==> config.mk <==
export PLATFORM = sky130hd
export DESIGN_NAME = rv_core_top
export DESIGN_NICKNAME = d
export VERILOG_FILES = /design/src/rv_core_pkg.sv /design/src/core_fsm.sv /design/src/pc_counter.sv /design/src/inst_decoder.sv /design/src/reg_file.sv /design/src/exec_unit.sv /design/src/rv_core_top.sv
export SDC_FILE = /design/constraint.sdc
export NUM_CORES = 2
export LEC_CHECK = 0
export ABC_AREA = 1
export BUFFER_PORTS_ARGS = -buffer_cell sky130_fd_sc_hd__buf_2
export CORE_MARGIN = 2
export CORE_UTILIZATION = 40
export CTS_CLUSTER_SIZE = 24
export DETAILED_ROUTE_END_ITERATION = 8
export HOLD_SLACK_MARGIN = 0.05
export SLEW_MARGIN = 20
export SYNTH_ARGS = -nofsm -noshare
export SYNTH_HDL_FRONTEND = slang
export SYNTH_SLANG_ARGS = --single-unit
==> constraint.sdc <==
create_clock -name clk -period 7.95 [get_ports clk]
set_input_delay 0.795 -clock clk [delete_from_list [all_inputs] [get_ports clk]]
set_output_delay 0.795 -clock clk [all_outputs]
set_load 0.05 [all_outputs]
==> src/rv_core_pkg.sv <==
package rv_core_pkg;

  typedef logic [31:0] xlen_t;
  typedef logic [4:0]  reg_addr_t;

  // first fetch address after reset
  localparam xlen_t RESET_PC = 32'h8000_0000;

  // major opcodes of the supported subset
  localparam logic [6:0] OPC_OP_IMM = 7'b001_0011;
  localparam logic [6:0] OPC_LUI    = 7'b011_0111;
  localparam logic [6:0] OPC_AUIPC  = 7'b001_0111;
  localparam logic [6:0] OPC_JAL    = 7'b110_1111;
  localparam logic [6:0] OPC_JALR   = 7'b110_0111;
  localparam logic [6:0] OPC_LOAD   = 7'b000_0011;
  localparam logic [6:0] OPC_STORE  = 7'b010_0011;
  localparam logic [6:0] OPC_SYSTEM = 7'b111_0011;

  localparam logic [2:0] F3_ADDI     = 3'b000;
  localparam logic [2:0] F3_WORD     = 3'b010;
  localparam xlen_t      EBREAK_WORD = 32'h0010_0073;

  localparam logic [1:0] RESP_OKAY = 2'b00;

  typedef enum logic [3:0] {
    K_ADDI,
    K_LUI,
    K_AUIPC,
    K_JAL,
    K_JALR,
    K_LW,
    K_SW,
    K_EBREAK,
    K_ILLEGAL
  } inst_kind_e;

  typedef enum logic [2:0] {
    FETCH_REQ,
    FETCH_WAIT,
    EXEC,
    LOAD_REQ,
    LOAD_WAIT,
    STORE_REQ,
    STORE_RESP,
    HALT
  } fsm_state_e;

  // I type, also used for opcode, funct3, rd and rs1 of every format
  typedef struct packed {
    logic [11:0] imm;
    reg_addr_t   rs1;
    logic [2:0]  funct3;
    reg_addr_t   rd;
    logic [6:0]  opcode;
  } i_fmt_t;

  typedef struct packed {
    logic [6:0] imm_hi;
    reg_addr_t  rs2;
    reg_addr_t  rs1;
    logic [2:0] funct3;
    logic [4:0] imm_lo;
    logic [6:0] opcode;
  } s_fmt_t;

  typedef struct packed {
    logic [19:0] imm;
    reg_addr_t   rd;
    logic [6:0]  opcode;
  } u_fmt_t;

  // jal offset is scattered across the upper bits
  typedef struct packed {
    logic       imm20;
    logic [9:0] imm10_1;
    logic       imm11;
    logic [7:0] imm19_12;
    reg_addr_t  rd;
    logic [6:0] opcode;
  } j_fmt_t;

  typedef union packed {
    i_fmt_t i_fmt;
    s_fmt_t s_fmt;
    u_fmt_t u_fmt;
    j_fmt_t j_fmt;
  } inst_u;

endpackage

==> src/core_fsm.sv <==
module core_fsm (
  input  logic                    clk,
  input  logic                    arst_n,
  input  rv_core_pkg::inst_kind_e inst_kind,
  input  rv_core_pkg::xlen_t      pc,
  input  rv_core_pkg::xlen_t      mem_addr,
  input  rv_core_pkg::xlen_t      store_data,
  output rv_core_pkg::xlen_t      araddr,
  output logic                    arvalid,
  input  logic                    arready,
  input  logic                    rvalid,
  input  logic [1:0]              rresp,
  output logic                    rready,
  output rv_core_pkg::xlen_t      awaddr,
  output logic                    awvalid,
  input  logic                    awready,
  output rv_core_pkg::xlen_t      wdata,
  output logic                    wvalid,
  input  logic                    wready,
  input  logic                    bvalid,
  input  logic [1:0]              bresp,
  output logic                    bready,
  output logic                    ir_load,
  output logic                    reg_we,
  output logic                    pc_step,
  output logic                    halted,
  output logic                    error
);

  rv_core_pkg::fsm_state_e state;
  logic r_done;
  logic r_okay;
  logic b_done;
  logic b_okay;
  logic simple_op;

  assign r_done = rvalid && rready;
  assign r_okay = (rresp == rv_core_pkg::RESP_OKAY);
  assign b_done = bvalid && bready;
  assign b_okay = (bresp == rv_core_pkg::RESP_OKAY);

  // instructions that retire in EXEC without a bus access
  assign simple_op = !((inst_kind == rv_core_pkg::K_LW) || (inst_kind == rv_core_pkg::K_SW) ||
                       (inst_kind == rv_core_pkg::K_EBREAK) ||
                       (inst_kind == rv_core_pkg::K_ILLEGAL));

  // address lines only change when the pc or the operands change
  assign araddr = (state == rv_core_pkg::LOAD_REQ) ? mem_addr : pc;
  assign awaddr = mem_addr;
  assign wdata  = store_data;
  assign halted = (state == rv_core_pkg::HALT);

  // one-cycle strobes
  assign ir_load = (state == rv_core_pkg::FETCH_WAIT) && r_done;
  assign reg_we  = ((state == rv_core_pkg::EXEC) && simple_op) ||
                   ((state == rv_core_pkg::LOAD_WAIT) && r_done && r_okay);
  assign pc_step = reg_we || ((state == rv_core_pkg::STORE_RESP) && b_done && b_okay);

  always_ff @(posedge clk or negedge arst_n) begin
    if (!arst_n) begin
      state   <= rv_core_pkg::FETCH_REQ;
      arvalid <= 1'b0;
      rready  <= 1'b0;
      awvalid <= 1'b0;
      wvalid  <= 1'b0;
      bready  <= 1'b0;
      error   <= 1'b0;
    end else begin
      case (state)
        rv_core_pkg::FETCH_REQ, rv_core_pkg::LOAD_REQ: begin
          // arvalid rises here on the first cycle out of reset
          arvalid <= 1'b1;
          if (arvalid && arready) begin
            arvalid <= 1'b0;
            rready  <= 1'b1;
            state   <= (state == rv_core_pkg::FETCH_REQ) ? rv_core_pkg::FETCH_WAIT
                                                         : rv_core_pkg::LOAD_WAIT;
          end
        end
        rv_core_pkg::FETCH_WAIT, rv_core_pkg::LOAD_WAIT: begin
          if (r_done) begin
            rready <= 1'b0;
            if (!r_okay) begin
              error <= 1'b1;
              state <= rv_core_pkg::HALT;
            end else if (state == rv_core_pkg::FETCH_WAIT) begin
              state <= rv_core_pkg::EXEC;
            end else begin
              arvalid <= 1'b1;
              state   <= rv_core_pkg::FETCH_REQ;
            end
          end
        end
        rv_core_pkg::EXEC: begin
          case (inst_kind)
            rv_core_pkg::K_LW: begin
              arvalid <= 1'b1;
              state   <= rv_core_pkg::LOAD_REQ;
            end
            rv_core_pkg::K_SW: begin
              awvalid <= 1'b1;
              wvalid  <= 1'b1;
              state   <= rv_core_pkg::STORE_REQ;
            end
            rv_core_pkg::K_EBREAK: state <= rv_core_pkg::HALT;
            rv_core_pkg::K_ILLEGAL: begin
              error <= 1'b1;
              state <= rv_core_pkg::HALT;
            end
            default: begin
              arvalid <= 1'b1;
              state   <= rv_core_pkg::FETCH_REQ;
            end
          endcase
        end
        rv_core_pkg::STORE_REQ: begin
          // address and data may complete on different cycles
          if (awvalid && awready) begin
            awvalid <= 1'b0;
          end
          if (wvalid && wready) begin
            wvalid <= 1'b0;
          end
          if ((!awvalid || awready) && (!wvalid || wready)) begin
            bready <= 1'b1;
            state  <= rv_core_pkg::STORE_RESP;
          end
        end
        rv_core_pkg::STORE_RESP: begin
          if (b_done) begin
            bready <= 1'b0;
            if (b_okay) begin
              arvalid <= 1'b1;
              state   <= rv_core_pkg::FETCH_REQ;
            end else begin
              error <= 1'b1;
              state <= rv_core_pkg::HALT;
            end
          end
        end
        rv_core_pkg::HALT: state <= rv_core_pkg::HALT;
      endcase
    end
  end

endmodule

==> src/pc_counter.sv <==
module pc_counter (
  input  logic               clk,
  input  logic               arst_n,
  input  logic               pc_step,
  input  rv_core_pkg::xlen_t next_pc,
  output rv_core_pkg::xlen_t pc
);

  // next_pc already holds either pc + 4 or the jump target
  always_ff @(posedge clk or negedge arst_n) begin
    if (!arst_n) begin
      pc <= rv_core_pkg::RESET_PC;
    end else if (pc_step) begin
      pc <= next_pc;
    end
  end

endmodule

==> src/inst_decoder.sv <==
module inst_decoder (
  input  logic                    clk,
  input  logic                    arst_n,
  input  logic                    ir_load,
  input  rv_core_pkg::xlen_t      rdata,
  output rv_core_pkg::inst_kind_e inst_kind,
  output rv_core_pkg::reg_addr_t  rs1,
  output rv_core_pkg::reg_addr_t  rs2,
  output rv_core_pkg::reg_addr_t  rd,
  output rv_core_pkg::xlen_t      imm
);

  rv_core_pkg::inst_u ir;
  logic [6:0] opcode;
  logic [2:0] funct3;

  // instruction register, loaded on the fetch data transfer
  always_ff @(posedge clk or negedge arst_n) begin
    if (!arst_n) begin
      ir <= '0;
    end else if (ir_load) begin
      ir <= rdata;
    end
  end

  // these fields sit at the same bits in every format
  assign opcode = ir.i_fmt.opcode;
  assign funct3 = ir.i_fmt.funct3;
  assign rs1    = ir.i_fmt.rs1;
  assign rd     = ir.i_fmt.rd;
  assign rs2    = ir.s_fmt.rs2;

  always_comb begin
    inst_kind = rv_core_pkg::K_ILLEGAL;
    case (opcode)
      rv_core_pkg::OPC_OP_IMM: begin
        if (funct3 == rv_core_pkg::F3_ADDI) inst_kind = rv_core_pkg::K_ADDI;
      end
      rv_core_pkg::OPC_LUI:   inst_kind = rv_core_pkg::K_LUI;
      rv_core_pkg::OPC_AUIPC: inst_kind = rv_core_pkg::K_AUIPC;
      rv_core_pkg::OPC_JAL:   inst_kind = rv_core_pkg::K_JAL;
      rv_core_pkg::OPC_JALR: begin
        // jalr only defines funct3 of zero
        if (funct3 == 3'b000) inst_kind = rv_core_pkg::K_JALR;
      end
      rv_core_pkg::OPC_LOAD: begin
        if (funct3 == rv_core_pkg::F3_WORD) inst_kind = rv_core_pkg::K_LW;
      end
      rv_core_pkg::OPC_STORE: begin
        if (funct3 == rv_core_pkg::F3_WORD) inst_kind = rv_core_pkg::K_SW;
      end
      rv_core_pkg::OPC_SYSTEM: begin
        if (ir == rv_core_pkg::EBREAK_WORD) inst_kind = rv_core_pkg::K_EBREAK;
      end
      default: inst_kind = rv_core_pkg::K_ILLEGAL;
    endcase
  end

  // sign-extended immediate per format
  always_comb begin
    case (inst_kind)
      rv_core_pkg::K_SW:
        imm = {{20{ir.s_fmt.imm_hi[6]}}, ir.s_fmt.imm_hi, ir.s_fmt.imm_lo};
      rv_core_pkg::K_LUI, rv_core_pkg::K_AUIPC:
        imm = {ir.u_fmt.imm, 12'h000};
      rv_core_pkg::K_JAL:
        imm = {{11{ir.j_fmt.imm20}}, ir.j_fmt.imm20, ir.j_fmt.imm19_12,
               ir.j_fmt.imm11, ir.j_fmt.imm10_1, 1'b0};
      default:
        imm = {{20{ir.i_fmt.imm[11]}}, ir.i_fmt.imm};
    endcase
  end

endmodule

==> src/reg_file.sv <==
module reg_file (
  input  logic                   clk,
  input  logic                   arst_n,
  input  logic                   we,
  input  rv_core_pkg::reg_addr_t waddr,
  input  rv_core_pkg::xlen_t     wdata,
  input  rv_core_pkg::reg_addr_t rs1,
  input  rv_core_pkg::reg_addr_t rs2,
  output rv_core_pkg::xlen_t     rs1_data,
  output rv_core_pkg::xlen_t     rs2_data
);

  // x1 to x31, x0 has no storage
  rv_core_pkg::xlen_t regs [1:31];

  always_ff @(posedge clk or negedge arst_n) begin
    if (!arst_n) begin
      for (int i = 1; i < 32; i++) begin
        regs[i] <= '0;
      end
    end else if (we && (waddr != 5'd0)) begin
      regs[waddr] <= wdata;
    end
  end

  assign rs1_data = (rs1 == 5'd0) ? '0 : regs[rs1];
  assign rs2_data = (rs2 == 5'd0) ? '0 : regs[rs2];

endmodule

==> src/exec_unit.sv <==
module exec_unit (
  input  rv_core_pkg::inst_kind_e inst_kind,
  input  rv_core_pkg::xlen_t      pc,
  input  rv_core_pkg::xlen_t      imm,
  input  rv_core_pkg::xlen_t      rs1_data,
  input  rv_core_pkg::xlen_t      rs2_data,
  input  rv_core_pkg::xlen_t      load_data,
  output rv_core_pkg::xlen_t      mem_addr,
  output rv_core_pkg::xlen_t      store_data,
  output rv_core_pkg::xlen_t      next_pc,
  output rv_core_pkg::xlen_t      wb_data
);

  rv_core_pkg::xlen_t op_a;
  rv_core_pkg::xlen_t sum;
  rv_core_pkg::xlen_t pc_plus4;

  // first adder operand
  always_comb begin
    case (inst_kind)
      rv_core_pkg::K_AUIPC, rv_core_pkg::K_JAL: op_a = pc;
      rv_core_pkg::K_LUI:                       op_a = '0;
      default:                                  op_a = rs1_data;
    endcase
  end

  assign sum        = op_a + imm;
  assign pc_plus4   = pc + 32'd4;
  assign mem_addr   = sum;
  assign store_data = rs2_data;

  always_comb begin
    case (inst_kind)
      rv_core_pkg::K_JAL:  next_pc = sum;
      // jalr target drops bit 0
      rv_core_pkg::K_JALR: next_pc = {sum[31:1], 1'b0};
      default:             next_pc = pc_plus4;
    endcase
  end

  always_comb begin
    case (inst_kind)
      rv_core_pkg::K_JAL, rv_core_pkg::K_JALR: wb_data = pc_plus4;
      rv_core_pkg::K_LW:                       wb_data = load_data;
      default:                                 wb_data = sum;
    endcase
  end

endmodule

==> src/rv_core_top.sv <==
module rv_core_top (
  input  logic               clk,
  input  logic               arst_n,
  output rv_core_pkg::xlen_t araddr,
  output logic               arvalid,
  input  logic               arready,
  input  rv_core_pkg::xlen_t rdata,
  input  logic [1:0]         rresp,
  input  logic               rvalid,
  output logic               rready,
  output rv_core_pkg::xlen_t awaddr,
  output logic               awvalid,
  input  logic               awready,
  output rv_core_pkg::xlen_t wdata,
  output logic               wvalid,
  input  logic               wready,
  input  logic [1:0]         bresp,
  input  logic               bvalid,
  output logic               bready,
  output logic               halted,
  output logic               error
);

  rv_core_pkg::inst_kind_e inst_kind;
  rv_core_pkg::xlen_t      pc;
  rv_core_pkg::xlen_t      next_pc;
  rv_core_pkg::xlen_t      imm;
  rv_core_pkg::xlen_t      rs1_data;
  rv_core_pkg::xlen_t      rs2_data;
  rv_core_pkg::xlen_t      mem_addr;
  rv_core_pkg::xlen_t      store_data;
  rv_core_pkg::xlen_t      wb_data;
  rv_core_pkg::reg_addr_t  rs1;
  rv_core_pkg::reg_addr_t  rs2;
  rv_core_pkg::reg_addr_t  rd;
  logic                    ir_load;
  logic                    reg_we;
  logic                    pc_step;

  core_fsm core_fsm_inst (
    .clk        (clk),
    .arst_n     (arst_n),
    .inst_kind  (inst_kind),
    .pc         (pc),
    .mem_addr   (mem_addr),
    .store_data (store_data),
    .araddr     (araddr),
    .arvalid    (arvalid),
    .arready    (arready),
    .rvalid     (rvalid),
    .rresp      (rresp),
    .rready     (rready),
    .awaddr     (awaddr),
    .awvalid    (awvalid),
    .awready    (awready),
    .wdata      (wdata),
    .wvalid     (wvalid),
    .wready     (wready),
    .bvalid     (bvalid),
    .bresp      (bresp),
    .bready     (bready),
    .ir_load    (ir_load),
    .reg_we     (reg_we),
    .pc_step    (pc_step),
    .halted     (halted),
    .error      (error)
  );

  pc_counter pc_counter_inst (
    .clk     (clk),
    .arst_n  (arst_n),
    .pc_step (pc_step),
    .next_pc (next_pc),
    .pc      (pc)
  );

  // read data serves both the instruction fetch and lw
  inst_decoder inst_decoder_inst (
    .clk       (clk),
    .arst_n    (arst_n),
    .ir_load   (ir_load),
    .rdata     (rdata),
    .inst_kind (inst_kind),
    .rs1       (rs1),
    .rs2       (rs2),
    .rd        (rd),
    .imm       (imm)
  );

  reg_file reg_file_inst (
    .clk      (clk),
    .arst_n   (arst_n),
    .we       (reg_we),
    .waddr    (rd),
    .wdata    (wb_data),
    .rs1      (rs1),
    .rs2      (rs2),
    .rs1_data (rs1_data),
    .rs2_data (rs2_data)
  );

  exec_unit exec_unit_inst (
    .inst_kind  (inst_kind),
    .pc         (pc),
    .imm        (imm),
    .rs1_data   (rs1_data),
    .rs2_data   (rs2_data),
    .load_data  (rdata),
    .mem_addr   (mem_addr),
    .store_data (store_data),
    .next_pc    (next_pc),
    .wb_data    (wb_data)
  );

endmodule

**After elaboration in Yosys (flattened, before gate mapping)**

Cells that the tools add are included.

- Bits of input ports: 43
- Word-level logic and storage cells: 195
- Register bits after elaboration: 1065
- Output and inout bits: 103

- Order comparisons: 4
- Muxes and demuxes: 57
- Add/subtract/negate cells: 2
- Reductions and logical operators: 50
- Equal/unequal tests: 39
- Bitwise logic cells: 3

Operators with widths:

| cell | count |
|---|---|
| bitwise mux 992 bit | 1 |
| binary-select mux 32 bit (select 5 bit) | 2 |
| 2-to-1 mux 32 bit | 8 |
| one-hot mux 32 bit (2 select lines) | 3 |
| demux 32 bit (select 5 bit) | 1 |
| one-hot mux 31 bit (3 select lines) | 1 |
| adder 32 x 3 -> 32 bit, second input constant | 1 |
| adder 32 bit | 1 |
| == test 32 x 21 -> 1 bit, second input constant | 1 |
| one-hot mux 4 bit (8 select lines) | 1 |
| == test 7 bit, second input constant | 3 |
| 2-to-1 mux 3 bit | 7 |
| 2-to-1 mux 4 bit | 5 |
| inequality test 2 x 1 -> 1 bit, second input constant | 10 |
| 2-to-1 mux 1 bit | 19 |
| greater-or-equal comparator 6 bit, second input constant | 3 |
| NOT 5 -> 6 bit | 3 |
| one-hot mux 3 bit (6 select lines) | 1 |
| == test 4 x 3 -> 1 bit, second input constant | 4 |
| == test 7 x 5 -> 1 bit, second input constant | 2 |
| == test 7 x 6 -> 1 bit, second input constant | 2 |
| logical AND 1 bit | 14 |
| == test 3 bit, second input constant | 4 |
| AND reduction 3 bit | 4 |
| 27 further kinds | 54 |

**Longest topological paths before layout**

- Depth in word-level cells: 11
- Depth in mapped cells: 30
- Depth with buffers taken out: 26

**Cells and area by module**

From an unflattened synthesis, not the netlist that was laid out.

- Cells, all modules: 10962
- Area, all modules: 68434.4 um2

Modules (own cells, without submodules):

| module | area an instance (um2) | cells an instance | instances | sequential area each (um2) |
|---|---|---|---|---|
| reg_file | 58428.5 | 9248 | 1 | 24823.8 |
| exec_unit | 5053.6 | 1065 | 1 | 0.0 |
| inst_decoder | 2057.0 | 300 | 1 | 800.8 |
| core_fsm | 1601.5 | 213 | 1 | 225.2 |
| pc_counter | 1293.7 | 136 | 1 | 802.0 |

**Least setup slack after synthesis**

OpenSTA, ideal clock, no wires.

- Kind: reg-to-output
- Start: reg inst_decoder_inst.ir[16] in the netlist's numbering
- End: out araddr[16]
- Data arrival time: 4949 ps
- Slack: 2206 ps
- Data required time: 7155 ps
- Path buffers: 4
- Cell stages (with the launch flop): 24
- Path through: dfrtp_1 > clkbuf_1 > inv_1 > clkbuf_1 > clkbuf_1 > clkbuf_1 > a21oi_1 > o21ai_0 > a21oi_1 > o311ai_0 > o21ai_0 > ha_1 > fa_1 > nand2_1 > nand2_1 > o21ai_1 > inv_1 > nand3_1 > nand3_1 > nand2_1 > nand2_1 > xor2_1 > nand2_1 > o21ai_0

- Cells in the longest elaborated chain, start to end: 8
- Elaborated cells on any way between the ends: 19
- Classes of those cells: add/sub: 1; eq/ne: 5; mux: 9; bitwise: 1; reduce/logical: 3

Ends and longest elaborated chain:

| element | line | text |
|---|---|---|
| from (decl) | inst_decoder.sv:13 | `rv_core_pkg::inst_u ir;` |
| from (signal assigned) | inst_decoder.sv:22 | `ir <= rdata;` |
| == test 32 x 21 -> 1 bit / NOT 5 -> 6 bit (equally long branches) | inst_decoder.sv:53, reg_file.sv:26 |  |
| 2-to-1 mux 4 bit / binary-select mux 32 bit (select 5 bit) (equally long branches) | inst_decoder.sv:53, reg_file.sv:26 |  |
| one-hot mux 4 bit (8 select lines) / 2-to-1 mux 32 bit (equally long branches) | inst_decoder.sv:35, reg_file.sv:26 |  |
| == test 4 x 2 -> 1 bit, or another cell as far along | inst_decoder.sv:61, exec_unit.sv:20 |  |
| OR reduction 2 bit, or another cell as far along | inst_decoder.sv:61 | `case (inst_kind)` |
| one-hot mux 31 bit (3 select lines) / one-hot mux 32 bit (2 select lines) (equally long branches) | inst_decoder.sv:61, exec_unit.sv:20 |  |
| adder 32 bit * | exec_unit.sv:27 | `assign sum = op_a + imm;` |
| net awaddr[16] | rv_core_top.sv:11 | `output rv_core_pkg::xlen_t awaddr,` |
| 2-to-1 mux 32 bit * | core_fsm.sv:48 | `assign araddr = (state == rv_core_pkg::LOAD_REQ) ? mem_addr : pc;` |
| to (decl) | rv_core_top.sv:4 | `output rv_core_pkg::xlen_t araddr,` |

The timed path passes the listed nets; every way through them passes the cells marked *. The select of a mux whose other input is x is not followed.

**Worst setup path after layout**

- Start: reg inst_decoder_inst.ir[15] in the netlist's numbering
- End: out araddr[29]

- Cells in the longest elaborated chain, start to end: 8
- Elaborated cells on any way between the ends: 19
- Classes of those cells: add/sub: 1; eq/ne: 5; mux: 9; bitwise: 1; reduce/logical: 3

Ends and longest elaborated chain:

| element | line |
|---|---|
| == test 32 x 21 -> 1 bit / NOT 5 -> 6 bit (equally long branches) | inst_decoder.sv:53, reg_file.sv:26 |
| 2-to-1 mux 4 bit / binary-select mux 32 bit (select 5 bit) (equally long branches) | inst_decoder.sv:53, reg_file.sv:26 |
| one-hot mux 4 bit (8 select lines) / 2-to-1 mux 32 bit (equally long branches) | inst_decoder.sv:35, reg_file.sv:26 |
| == test 4 x 2 -> 1 bit, or another cell as far along | inst_decoder.sv:61, exec_unit.sv:20 |
| OR reduction 2 bit, or another cell as far along | inst_decoder.sv:61 |
| one-hot mux 31 bit (3 select lines) / one-hot mux 32 bit (2 select lines) (equally long branches) | inst_decoder.sv:61, exec_unit.sv:20 |
| adder 32 bit * | exec_unit.sv:27 |
| 2-to-1 mux 32 bit * | core_fsm.sv:48 |

Every way passes the cells marked *; elsewhere a longest branch is shown, timed or not. The select of a mux whose other input is x is not followed.

==> results.txt <==
The flow ran to the end, and the final reports show no timing, DRC or antenna violations. The instance count of the mapped netlist came out at 8259. The final cell utilization of the core came out at 44.97%. The synthesized netlist occupies a cell area of 60240 um^2. The share of cells above drive strength 1 came out at 7.700%.

The fraction of met3 tracks used by global routing is 9.314%. The number of buffers inserted to repair setup after CTS is 0. The biggest area contributor in the post-synthesis netlist is sky130_fd_sc_hd__dfrtp_1. The final hold violation count came out at 0. Adding up every negative setup slack in the final design gives 0 ns. The count of warnings emitted by yosys is 0.

The clock transition time at the flip-flop clock pins of the worst setup and hold paths is 0.06 ns. For the final database, setup skew stands at 0.03781 ns. The site row count is 142. The maximum vdd ir drop came out at 0.2476 mV. The most used flip-flop cell after synthesis is sky130_fd_sc_hd__dfrtp_1.

The number of vias per cell is 6.166. The data required time of the critical path came out at 7.15 ns. The number of buffers between clock root and the deepest sink came out at 3. CTS built an H-tree with a depth of 4. The share of flip-flops with an asynchronous set or reset is 100.0%. The number of antenna violations at the first check in global routing is 10.

Relative to the synthesized area, the layout overhead comes to 11.67%. The clock buffer count from CTS is 130. Of the synthesized area, sequential elements account for 44.24%. Measured against its own limit, the worst slew margin works out to 21.21%. The mean routed wirelength per cell came out at 27.66 um. Detailed placement ended at an HPWL of 172700 um.

The area of the die came out at 153700 um^2. In this run, synthesis inferred 0 flip-flops with an integrated enable. The peak fanout along the critical path is 144. The worst hold path belongs to the class in2reg.

The core area came out at 149600 um^2. The slew at the pin with the worst max-slew slack is 1.182 ns. The worst setup path is captured at an output port.

The total power density per cell area came out at 173.4 nW/um^2. The routing usage on met2 came out at 53.25%. The clock period minus final worst setup slack is 7.590 ns. The number of clock sinks seen by CTS came out at 1065. The remaining global-route overflow came out at 0. The number of flip-flops and latches in the synthesized netlist is 1065.

After clock tree synthesis, the flow added hold-fix buffers numbering 1. Entering global routing, the biggest net connects 202 pins. The library cell used as clock root buffer is sky130_fd_sc_hd__clkbuf_16. The number of optimization iterations in the first detailed-route pass is 9.

The number of instances in the placed design came out at 9939. The routed design has 281500 um of wire. Setup repair after global routing left no endpoint under its margin.

The share of the clock period used by the worst path after layout came out at 95.47%. The count of unresolved DRC violations after routing is 0. The critical path startpoint category is a flip-flop.

The number of gates resized after CTS is 0. The met1 routing resource usage after global routing came out at 47.66%. For this block, the via count after detailed routing is 62750.

The first global-routing pass estimated 408300 um of wire. The setup-violating endpoint count in the final report came out at 0. Data arrives at the worst endpoint at 6.79 ns. The count of buffers from port buffering is 145. The overall power after layout is 11.66 mW. The average size of a mapped cell is 7.294 um^2. The final weighted congestion of routability-driven global placement is 1.040. The leakage power came out at 29.46 nW.

The layer with the highest usage after global routing is met2. Counting every net in the synthesized netlist gives 8335. The number of global-route vias before repair came out at 58050. The clock tree from TritonCTS is built. The number of different library cells used by synthesis comes to 55. The initial DRC count came out at 9437. The worst hold slack came out at 0.2656 ns.

The initial standard-cell utilization of the core is 40.27%. The number of max-slew violations in the final report came to 0. The type of the setup path with the least slack is reg2out. Once detail routing completed, the nets flagged for antenna violations numbered 0. The all-layer global routing usage came out at 36.14%. The highest attainable clock frequency came out at 0.1318 GHz.

After synthesis, the largest area contributor takes up 44.20% of total cell area. The final layout contains 8132 nets. The source-to-sink clock delay at the later pin of the worst-skew pair is 0.80 ns. In this run the horizontal extent of the chip is 392.1 um. The height of the chip came out at 392.1 um. For this design the top-level I/O count stands at 146.

The number of standard cells in the layout, taps in and fillers out came out at 10180. Sorting the synthesized cells by area gives the leading types as sky130_fd_sc_hd__dfrtp_1, sky130_fd_sc_hd__o21ai_0, sky130_fd_sc_hd__nand2_1. The number of violations of the max-capacitance limit is 0.
[registers in the layout, summed over array words and instances, names as in the netlist]
name                   cells
reg_file_inst.regs       992
inst_decoder_inst.ir      32
pc_counter_inst.pc        32
core_fsm_inst.state        3
core_fsm_inst.arvalid      1
core_fsm_inst.awvalid      1
core_fsm_inst.bready       1
core_fsm_inst.error        1
core_fsm_inst.rready       1
core_fsm_inst.wvalid       1
[report_power, final]
group          internal [mW]  switching (mW)  total [mW]
clock network           3.53            2.56        6.09
registers               5.42        0.000200        5.42
logic                 0.0170           0.133       0.150
[critical path: stages (launching register included)]
cell                      delay, ns
sky130_fd_sc_hd__dfrtp_4       0.81
sky130_fd_sc_hd__buf_12        0.48
sky130_fd_sc_hd__buf_4         0.59
sky130_fd_sc_hd__a21oi_1       0.14
sky130_fd_sc_hd__o21ai_0       0.14
sky130_fd_sc_hd__nand3_1       0.11
sky130_fd_sc_hd__nand3_1       0.19
sky130_fd_sc_hd__nand2_1       0.10
sky130_fd_sc_hd__o31ai_1       0.76
sky130_fd_sc_hd__o22ai_1       0.14
sky130_fd_sc_hd__ha_1          0.43
sky130_fd_sc_hd__nand2_1       0.11
sky130_fd_sc_hd__nand2_1       0.07
sky130_fd_sc_hd__a31oi_1       0.24
sky130_fd_sc_hd__o21ai_0       0.21
sky130_fd_sc_hd__a21oi_1       0.20
sky130_fd_sc_hd__nand2_1       0.07
sky130_fd_sc_hd__nand2_1       0.07
sky130_fd_sc_hd__and2_1        0.41
sky130_fd_sc_hd__nand2_1       0.08
sky130_fd_sc_hd__o21ai_0       0.11
sky130_fd_sc_hd__buf_2         0.31
[through the flow]
stage	setup slack (ns)	cell area (um^2)
after floorplan	2.206	60240
after global placement	1.394	62950
after detailed placement	1.290	62970
after CTS	0.5312	67240
after global routing	0.1256	67260
final	0.3601	67270
[per-layer routing]
layer  wire (um)  vias to the layer above
met3       33420                      919
met1      110600                    30110
met4       19070                       10
met5          54                        -
li1            -                    27580
met2      118400                     4130
[cells by family after synthesis]
kind of cell,count (synthesis),synth area share (%)
compound gates,3124,28.39
xor+xnor,29,0.4216
fa+ha+maj,33,0.6979
buf+inv,1402,8.815
flops,1065,44.24
mux,3,0.05607
simple gates,2603,17.38
[cell usage in the layout, fill, tap and decap left out, types with 32 or more instances in the layout]
cell type / count
sky130_fd_sc_hd__nand3_1: 315
sky130_fd_sc_hd__inv_1: 704
sky130_fd_sc_hd__a21oi_1: 705
sky130_fd_sc_hd__a221oi_1: 33
sky130_fd_sc_hd__a31oi_1: 34
sky130_fd_sc_hd__dfrtp_1: 1054
sky130_fd_sc_hd__buf_2: 135
sky130_fd_sc_hd__o22ai_1: 81
sky130_fd_sc_hd__nor3_1: 35
sky130_fd_sc_hd__nor2_1: 326
sky130_fd_sc_hd__o21ai_0: 1787
sky130_fd_sc_hd__nand4_1: 39
sky130_fd_sc_hd__ha_1: 32
sky130_fd_sc_hd__o211ai_1: 202
sky130_fd_sc_hd__clkbuf_1: 33
sky130_fd_sc_hd__nand2_1: 1819
sky130_fd_sc_hd__buf_4: 173
sky130_fd_sc_hd__o21ai_1: 65
sky130_fd_sc_hd__clkbuf_16: 133
sky130_fd_sc_hd__a22oi_1: 40
sky130_fd_sc_hd__o221ai_1: 98
[final timing paths]
check,startpoint,to,slack (ns),depth (start not counted)
setup / recovery,inst_decoder_inst.ir[15],araddr[29],0.36,21
hold / removal,wready,core_fsm_inst.wvalid,0.27,4
setup reg to reg,inst_decoder_inst.ir[15],reg_file_inst.regs[952],0.96,19
hold reg to reg,core_fsm_inst.error,core_fsm_inst.error,0.47,1
max in group asynchronous,arst_n,reg_file_inst.regs[751],5.33,4
min in group asynchronous,arst_n,reg_file_inst.regs[611],0.62,2
[cell usage after synthesis (all sizes together) (77+ instances only)]
cell	count
o211ai	202
nor2	343
o21ai	1853
inv	728
clkbuf	594
o221ai	100
o22ai	81
a21oi	706
buf	77
dfrtp	1064
nand2	1831
nand3	320
[area by class of cell]
| class | count | area, um^2 |
|---|---|---|
| clock buffers | 196 | 3865 |
| flip-flops and latches | 1065 | 26680 |
| fillers | 15190 | 82330 |
| repair buffers | 336 | 2520 |
| clock inverters | 36 | 394.1 |
| well taps | 2016 | 2522 |
| multi-input cells | 5792 | 28490 |
| diodes | 5 | 12.51 |
| inverters | 731 | 2779 |
(Power assumes the default switching activity.)
